`src/excPkg.sv`:
```
package excPkg;

    //////////////////////////////////////////////////////////////////////
    // Widths
    //////////////////////////////////////////////////////////////////////

    // Data and address width
    localparam int wordW = 32;
    // Hardware interrupt lines, line 0 belongs to the timer
    localparam int hwIntW = 6;

    //////////////////////////////////////////////////////////////////////
    // Exception codes as stored in Cause.ExcCode
    //////////////////////////////////////////////////////////////////////

    // Zero doubles as "no exception" on the detector output
    typedef enum logic [4:0] {
        excInt     = 5'd0,
        excAdEL    = 5'd4,
        excAdES    = 5'd5,
        excSyscall = 5'd8,
        excRI      = 5'd10,
        excOv      = 5'd12
    } excCodeT;

    // CP0 register numbers
    typedef enum logic [4:0] {
        cp0Sr    = 5'd12,
        cp0Cause = 5'd13,
        cp0Epc   = 5'd14
    } cp0RegT;

    // Load and store access sizes
    typedef enum logic [1:0] {
        sizeByte = 2'd0,
        sizeHalf = 2'd1,
        sizeWord = 2'd2
    } memSizeT;

    // Timer word offsets from timerBase
    typedef enum logic [1:0] {
        tmrCtrl   = 2'd0,
        tmrPreset = 2'd1,
        tmrCount  = 2'd2
    } timerRegT;

endpackage

```
`src/excIfs.sv`:
```
`timescale 1ns/1ps

// Committed instruction and its ranked exception, detector to CP0
interface excIf;
    logic                       valid;
    logic [excPkg::wordW-1:0]   pc;
    logic                       inDelaySlot;
    excPkg::excCodeT            excCode;

    modport source (output valid, pc, inDelaySlot, excCode);
    modport sink   (input  valid, pc, inDelaySlot, excCode);
endinterface

// Word bus into the timer registers
interface timerBusIf;
    // Write strobe, one cycle per store
    logic                       we;
    logic [excPkg::wordW-1:0]   addr;
    logic [excPkg::wordW-1:0]   wdata;
    // Read data, combinational from addr
    logic [excPkg::wordW-1:0]   rdata;

    modport master (output we, addr, wdata, input  rdata);
    modport slave  (input  we, addr, wdata, output rdata);
endinterface

```
`src/excDetect.sv`:
```
`timescale 1ns/1ps

module excDetect #(
    parameter logic [excPkg::wordW-1:0] instBase  = 32'h0000_3000,
    parameter logic [excPkg::wordW-1:0] instTop   = 32'h0000_6ffc,
    parameter logic [excPkg::wordW-1:0] dataTop   = 32'h0000_2fff,
    parameter logic [excPkg::wordW-1:0] timerBase = 32'h0000_7f00
) (
    input  logic                        instValid,
    input  logic [excPkg::wordW-1:0]    pc,
    input  logic                        inDelaySlot,
    input  logic                        reservedInst,
    input  logic                        overflow,
    input  logic                        syscall,
    input  logic                        memRead,
    input  logic                        memWrite,
    input  excPkg::memSizeT             memSize,
    input  logic [excPkg::wordW-1:0]    memAddr,
    input  logic [excPkg::wordW-1:0]    storeData,
    excIf.source                        excOut,
    timerBusIf.master                   timerBus
);

    // Timer spans three words
    localparam logic [excPkg::wordW-1:0] timerBytes = 32'd12;

    logic [excPkg::wordW-1:0] timerOffset;
    excPkg::timerRegT         timerReg;
    logic                     inTimer;
    logic                     inData;
    logic                     fetchErr;
    logic                     misaligned;
    logic                     dataErr;
    excPkg::excCodeT          code;

    //////////////////////////////////////////////////////////////////////
    // Address checks
    //////////////////////////////////////////////////////////////////////

    // Fetch window, both bounds inclusive
    assign fetchErr = (pc[1:0] != 2'b00) || (pc < instBase) || (pc > instTop);

    // Data memory starts at 0, dataTop is its last byte
    assign inData = (memAddr <= dataTop);
    assign inTimer = (memAddr >= timerBase) && (memAddr < timerBase + timerBytes);

    // Word index inside the timer block
    assign timerOffset = memAddr - timerBase;
    assign timerReg = excPkg::timerRegT'(timerOffset[3:2]);

    // Bytes never misalign
    assign misaligned = ((memSize == excPkg::sizeHalf) && memAddr[0]) ||
                        ((memSize == excPkg::sizeWord) && (memAddr[1:0] != 2'b00));

    always_comb begin
        dataErr = 1'b0;
        if (memRead || memWrite) begin
            if (misaligned) begin
                dataErr = 1'b1;
            end else if (!inData && !inTimer) begin
                dataErr = 1'b1;
            end else if (inTimer && (memSize != excPkg::sizeWord)) begin
                dataErr = 1'b1;
            end else if (inTimer && memWrite && (timerReg == excPkg::tmrCount)) begin
                // Count is read-only
                dataErr = 1'b1;
            end
        end
    end

    //////////////////////////////////////////////////////////////////////
    // Priority encoding, fetch fault ranks highest
    //////////////////////////////////////////////////////////////////////

    always_comb begin
        code = excPkg::excInt;
        if (instValid) begin
            if (fetchErr) begin
                code = excPkg::excAdEL;
            end else if (reservedInst) begin
                code = excPkg::excRI;
            end else if (overflow) begin
                code = excPkg::excOv;
            end else if (syscall) begin
                code = excPkg::excSyscall;
            end else if (dataErr) begin
                // A store fault wins if both strobes are up
                code = memWrite ? excPkg::excAdES : excPkg::excAdEL;
            end
        end
    end

    assign excOut.valid       = instValid;
    assign excOut.pc          = pc;
    assign excOut.inDelaySlot = inDelaySlot;
    assign excOut.excCode     = code;

    // No exception implies an aligned word to Ctrl or Preset
    assign timerBus.we    = instValid && memWrite && inTimer && (code == excPkg::excInt);
    assign timerBus.addr  = memAddr;
    assign timerBus.wdata = storeData;

endmodule

```
`src/cp0Regs.sv`:
```
`timescale 1ns/1ps

module cp0Regs (
    input  logic                        clk,
    input  logic                        reset,
    input  logic                        cp0Write,
    input  excPkg::cp0RegT              cp0Addr,
    input  logic [excPkg::wordW-1:0]    cp0WriteData,
    input  logic                        eret,
    input  logic [excPkg::hwIntW-1:0]   hwInt,
    excIf.sink                          exc,
    output logic                        excReq,
    output logic [excPkg::wordW-1:0]    epc,
    output logic [excPkg::wordW-1:0]    cp0ReadData
);

    logic [excPkg::wordW-1:0] sr;
    logic [excPkg::wordW-1:0] cause;
    logic [excPkg::wordW-1:0] epcReg;

    // SR fields
    logic [excPkg::hwIntW-1:0] intMask;
    logic                      exl;
    logic                      intEn;
    // Cause.IP, sampled lines
    logic [excPkg::hwIntW-1:0] intPend;

    logic                      intReq;
    logic                      faultReq;
    excPkg::excCodeT           recCode;

    assign intMask = sr[15:10];
    assign exl     = sr[1];
    assign intEn   = sr[0];
    assign intPend = cause[15:10];

    //////////////////////////////////////////////////////////////////////
    // Request logic
    //////////////////////////////////////////////////////////////////////

    // Interrupts come from the registered IP bits, one cycle behind the lines
    assign intReq   = intEn && (|(intPend & intMask));
    assign faultReq = (exc.excCode != excPkg::excInt);

    // Only a committed instruction can be interrupted
    // Nothing is taken while EXL is set
    assign excReq = exc.valid && !exl && (intReq || faultReq);

    // Interrupt outranks any instruction fault
    assign recCode = intReq ? excPkg::excInt : exc.excCode;

    //////////////////////////////////////////////////////////////////////
    // Register updates
    //////////////////////////////////////////////////////////////////////

    always_ff @(posedge clk) begin
        if (reset) begin
            sr     <= '0;
            cause  <= '0;
            epcReg <= '0;
        end else begin
            // IP follows the lines every cycle
            cause[15:10] <= hwInt;
            if (eret) begin
                sr[1] <= 1'b0;
            end
            if (excReq) begin
                // Branch address when the faulting op sits in a delay slot
                epcReg    <= exc.inDelaySlot ? exc.pc - 32'd4 : exc.pc;
                cause[31] <= exc.inDelaySlot;
                cause[6:2] <= recCode;
                sr[1]     <= 1'b1;
            end else if (cp0Write) begin
                case (cp0Addr)
                    excPkg::cp0Sr: sr <= cp0WriteData;
                    excPkg::cp0Epc: epcReg <= cp0WriteData;
                    // Cause is read-only
                    default: ;
                endcase
            end
        end
    end

    //////////////////////////////////////////////////////////////////////
    // Read port
    //////////////////////////////////////////////////////////////////////

    // Same-cycle writes to SR or EPC are forwarded
    always_comb begin
        case (cp0Addr)
            excPkg::cp0Sr: cp0ReadData = cp0Write ? cp0WriteData : sr;
            excPkg::cp0Cause: cp0ReadData = cause;
            excPkg::cp0Epc: cp0ReadData = cp0Write ? cp0WriteData : epcReg;
            default: cp0ReadData = '0;
        endcase
    end

    // Return address is always word aligned
    assign epc = {epcReg[excPkg::wordW-1:2], 2'b00};

endmodule

```
`src/intTimer.sv`:
```
`timescale 1ns/1ps

module intTimer #(
    parameter logic [excPkg::wordW-1:0] timerBase = 32'h0000_7f00
) (
    input  logic        clk,
    input  logic        reset,
    timerBusIf.slave    bus,
    output logic        irq
);

    logic [excPkg::wordW-1:0] offsetBytes;
    excPkg::timerRegT         regSel;

    // Ctrl bit 0 enable, bit 3 interrupt mask
    logic [3:0]               ctrl;
    logic [excPkg::wordW-1:0] preset;
    logic [excPkg::wordW-1:0] count;
    logic                     pending;

    // Word offset from the base address
    assign offsetBytes = bus.addr - timerBase;
    assign regSel = excPkg::timerRegT'(offsetBytes[3:2]);

    //////////////////////////////////////////////////////////////////////
    // Registers and countdown
    //////////////////////////////////////////////////////////////////////

    always_ff @(posedge clk) begin
        if (reset) begin
            ctrl    <= '0;
            preset  <= '0;
            count   <= '0;
            pending <= 1'b0;
        end else if (bus.we && (regSel == excPkg::tmrCtrl)) begin
            ctrl    <= bus.wdata[3:0];
            pending <= 1'b0;
        end else if (bus.we && (regSel == excPkg::tmrPreset)) begin
            // Preset also reloads the counter
            preset  <= bus.wdata;
            count   <= bus.wdata;
            pending <= 1'b0;
        end else if (ctrl[0] && (count != '0)) begin
            count <= count - 1'b1;
            // Reaching zero raises pending, counter then stays at zero
            if (count == 32'd1) begin
                pending <= 1'b1;
            end
        end
    end

    assign irq = pending && ctrl[3];

    //////////////////////////////////////////////////////////////////////
    // Read mux
    //////////////////////////////////////////////////////////////////////

    always_comb begin
        case (regSel)
            excPkg::tmrCtrl: bus.rdata = {28'd0, ctrl};
            excPkg::tmrPreset: bus.rdata = preset;
            excPkg::tmrCount: bus.rdata = count;
            default: bus.rdata = '0;
        endcase
    end

endmodule

```
`src/excUnit.sv`:
```
`timescale 1ns/1ps

module excUnit #(
    // Fetch window, inclusive
    parameter logic [31:0] instBase  = 32'h0000_3000,
    parameter logic [31:0] instTop   = 32'h0000_6ffc,
    // Last byte of data memory
    parameter logic [31:0] dataTop   = 32'h0000_2fff,
    // Three timer words from here
    parameter logic [31:0] timerBase = 32'h0000_7f00
) (
    input  logic        clk,
    input  logic        reset,
    input  logic        instValid,
    input  logic [31:0] pc,
    input  logic        inDelaySlot,
    input  logic        reservedInst,
    input  logic        overflow,
    input  logic        syscall,
    input  logic        memRead,
    input  logic        memWrite,
    input  logic [1:0]  memSize,
    input  logic [31:0] memAddr,
    input  logic [31:0] storeData,
    input  logic        cp0Write,
    input  logic [4:0]  cp0Addr,
    input  logic [31:0] cp0WriteData,
    input  logic        eret,
    input  logic [4:0]  extInt,
    output logic        excReq,
    output logic [31:0] epc,
    output logic [31:0] cp0ReadData,
    output logic [31:0] timerReadData
);

    excIf      excLink ();
    timerBusIf timerLink ();

    logic                      timerIrq;
    logic [excPkg::hwIntW-1:0] hwInt;

    // Timer owns line 0
    assign hwInt = {extInt, timerIrq};
    assign timerReadData = timerLink.rdata;

    //////////////////////////////////////////////////////////////////////
    // Memory-stage fault detection
    //////////////////////////////////////////////////////////////////////

    excDetect #(
        .instBase  (instBase),
        .instTop   (instTop),
        .dataTop   (dataTop),
        .timerBase (timerBase)
    ) detect0 (
        .instValid    (instValid),
        .pc           (pc),
        .inDelaySlot  (inDelaySlot),
        .reservedInst (reservedInst),
        .overflow     (overflow),
        .syscall      (syscall),
        .memRead      (memRead),
        .memWrite     (memWrite),
        .memSize      (excPkg::memSizeT'(memSize)),
        .memAddr      (memAddr),
        .storeData    (storeData),
        .excOut       (excLink.source),
        .timerBus     (timerLink.master)
    );

    cp0Regs cp0 (
        .clk          (clk),
        .reset        (reset),
        .cp0Write     (cp0Write),
        .cp0Addr      (excPkg::cp0RegT'(cp0Addr)),
        .cp0WriteData (cp0WriteData),
        .eret         (eret),
        .hwInt        (hwInt),
        .exc          (excLink.sink),
        .excReq       (excReq),
        .epc          (epc),
        .cp0ReadData  (cp0ReadData)
    );

    intTimer #(
        .timerBase (timerBase)
    ) timer0 (
        .clk   (clk),
        .reset (reset),
        .bus   (timerLink.slave),
        .irq   (timerIrq)
    );

endmodule

```
`config.mk`:
```
export PLATFORM = sky130hd
export DESIGN_NAME = excUnit
export DESIGN_NICKNAME = d
export VERILOG_FILES = /design/src/excPkg.sv /design/src/excIfs.sv /design/src/excDetect.sv /design/src/cp0Regs.sv /design/src/intTimer.sv /design/src/excUnit.sv
export SDC_FILE = /design/constraint.sdc
export NUM_CORES = 1
export LEC_CHECK = 0
export ABC_AREA = 1
export BUFFER_PORTS_ARGS = -buffer_cell sky130_fd_sc_hd__buf_2
export CAP_MARGIN = 25
export CORE_UTILIZATION = 50
export CTS_CLUSTER_SIZE = 24
export DETAILED_ROUTE_END_ITERATION = 10
export PLACE_DENSITY = 0.75
export SKIP_CTS_REPAIR_TIMING = 1
export SYNTH_ARGS = -nofsm -noshare
export SYNTH_HDL_FRONTEND = slang
export SYNTH_HIERARCHICAL = 1
export SYNTH_SLANG_ARGS = --single-unit
```
`constraint.sdc`:
```
create_clock -name clk -period 2.3 [get_ports clk]
set_clock_uncertainty 0.2 [all_clocks]
set_input_delay 0.115 -clock clk [delete_from_list [all_inputs] [get_ports clk]]
set_output_delay 0.115 -clock clk [all_outputs]
set_load 0.005 [all_outputs]
```
==> flow_summary.json <==
{
  "setup_tns_ns": 0,
  "grt-ovfl-total": 0,
  "cts.clk_slew.worst_paths_ns": 0.06,
  "max_freq_mhz": 460.9,
  "totalWireLength_um": 34370,
  "mappedNetlistArea_mm2": 0.01033,
  "antenna_left": 0,
  "syn_inst": 1663,
  "gp_congestion": 0.9506,
  "timing.hold.ws_ns": 0.002329,
  "path_cells": "inv_1, ha_1, nand3_1, nor2_1, nand4_1, nand3_1, nand2_1, nor2_1, nor2_1",
  "die_area_mm2": 0.02123,
  "rsz0062_at_grt": "no",
  "rr_worst_depth": 9,
  "p_per_area_mw_per_mm2": 492.0,
  "fin_crit_ns": 2.170,
  "status": "finished, final reports clean",
  "crit_family": "simple AND/OR/NAND/NOR gates",
  "tritoncts.num_buffers": 17,
  "critPathSlowestCell": "nor2_1",
  "holdPathStages": 6,
  "p_leak_nw": 6.312,
  "crit_fanout": 6,
  "finalHoldViolCount": 0,
  "timing.final.ws_setup_ns": 0.1303,
  "crit_cells": 9,
  "cts_root_buf": "clkbuf_16",
  "drive_above_1_share_pct": 22.69,
  "die_y_um": 145.7,
  "cp.buffers_inverters": 1,
  "fillCellCount": 1896,
  "grt_pass1_wl_um": 53880,
  "cap_violations": 0,
  "finalMaxSlewViolations": 0,
  "clk_latency_ns": 0.43,
  "worst_pin_slew_ns": 0.5826,
  "core_area_mm2": 0.02023,
  "crit_top_cell": "nor2_1",
  "initial_utilization_pct": 51.03,
  "setup_viol": 0,
  "end_kind": "register",
  "crit_type": "reg2reg",
  "area_growth_pct": 26.31,
  "antenna_found_initial": 1,
  "p_total_mw": 6.417,
  "cts.sinks": 145,
  "drc": 0,
  "grt_max_degree": 44,
  "dp_hpwl_um": 25420,
  "dr.first_iter.drc_count": 901,
  "crit_arrival_ns": 2.30,
  "die_w_um": 145.7,
  "grt_use_total_pct": 31.52,
  "yosys_warnings": 6,
  "port_buffers": 245,
  "crit_required_ns": 2.43,
  "period_share_pct": 94.33,
  "dr.pass1.iters": 6,
  "slowest_delay_ns": 0.35,
  "syn_area_per_cell_um2": 6.209,
  "cts_tree": "built",
  "ios": 248,
  "finalNetCount": 2078,
  "slew-limit-headroom_pct": 61.12,
  "ir_drop_mv": 0.4543,
  "wl_per_cell_um": 15.57,
  "pre_cts_ws_ns": -0.2004,
  "via_count": 11980,
  "viasPerCell": 5.429,
  "rows": 52,
  "clockBufferDepth": 2,
  "hp-class": "in2reg",
  "startpoint_type": "register",
  "htreeDepth": 4,
  "grt_pass1_vias": 10860
}
-- metrics by stage --
step                      util, %  instance area (um^2)  std cells
after floorplan                 -                 10330       1664
after global placement      57.18                 11570       2092
after detailed placement    57.18                 11570       2092
after CTS                   60.16                 12170       2122
after global routing        64.44                 13040       2206
final                       64.46                 13040       2207
-- cell usage in the layout, fill, tap and decap left out, types with 6 or more instances in the layout --
cell,n
nand3_1,125
a21oi_1,73
nor2_1,226
dlygate4sd3_1,80
o21ai_1,6
nor2_4,11
o21ai_0,74
nand4_1,25
inv_1,189
a31oi_1,6
buf_2,245
o221ai_1,10
buf_4,78
buf_12,12
clkbuf_16,17
nand2_1,405
nor2_2,21
o22ai_1,61
xor2_1,18
inv_2,7
o2111ai_1,16
nand2_2,9
dfxtp_1,145
nor3_1,7
-- cell type report --
type                       instances  area (um^2)  area share [%]
sequential                       145         2903           22.26
timing repair buffer             415         2853           21.87
multi-input combinational       1146         5584           42.81
inverter                         199        757.0           5.804
tap                              270        337.8           2.590
antenna                            2        5.005         0.03837
clock inverter                     9        132.6           1.017
clock buffer                      21        470.5           3.607
-- worst register-to-register path, stage by stage (launching register included) --
cell and delay [ns]:
dfxtp_1 0.34, inv_1 0.13, ha_1 0.31, nand3_1 0.28, nor2_1 0.35, nand4_1 0.16
nand3_1 0.13, nand2_1 0.06, nor2_1 0.08, nor2_1 0.05
-- per-layer routing --
metal | global-route usage, % | vias up | wire, um
li1 | - | 5788 | -
met1 | 38.84 | 5514 | 13970
met2 | 53.47 | 584 | 16470
met3 | 5.705 | 95 | 2713
met4 | 14.16 | 0 | 1213
met5 | 0 | - | 0
-- state kept, by name (all words and copies together), names as in the netlist --
name            count
timer0/count       32
timer0/preset      32
timer0/ctrl         4
cp0/cause          12
timer0/pending      1
cp0/sr             32
cp0/epcReg         32
-- where the power goes --
| group | switching (mW) | internal, mW | total [mW] |
|---|---|---|---|
| logic | 0.502 | 0.428 | 0.930 |
| registers | 0.0512 | 2.58 | 2.63 |
| clock network | 1.08 | 1.78 | 2.86 |
| total | 1.64 | 4.78 | 6.42 |
-- final timing paths --
check / slack, ns / end / startpoint
worst max-delay path: 0.13 / timer0/count[24] / timer0/count[0]
worst min-delay path: 0.002 / cp0/epcReg[4] / pc[4]
worst max register to register: 0.13 / timer0/count[24] / timer0/count[0]
worst min register to register: 0.25 / cp0/sr[5] / cp0/sr[5]
(Power assumes the default switching activity.)
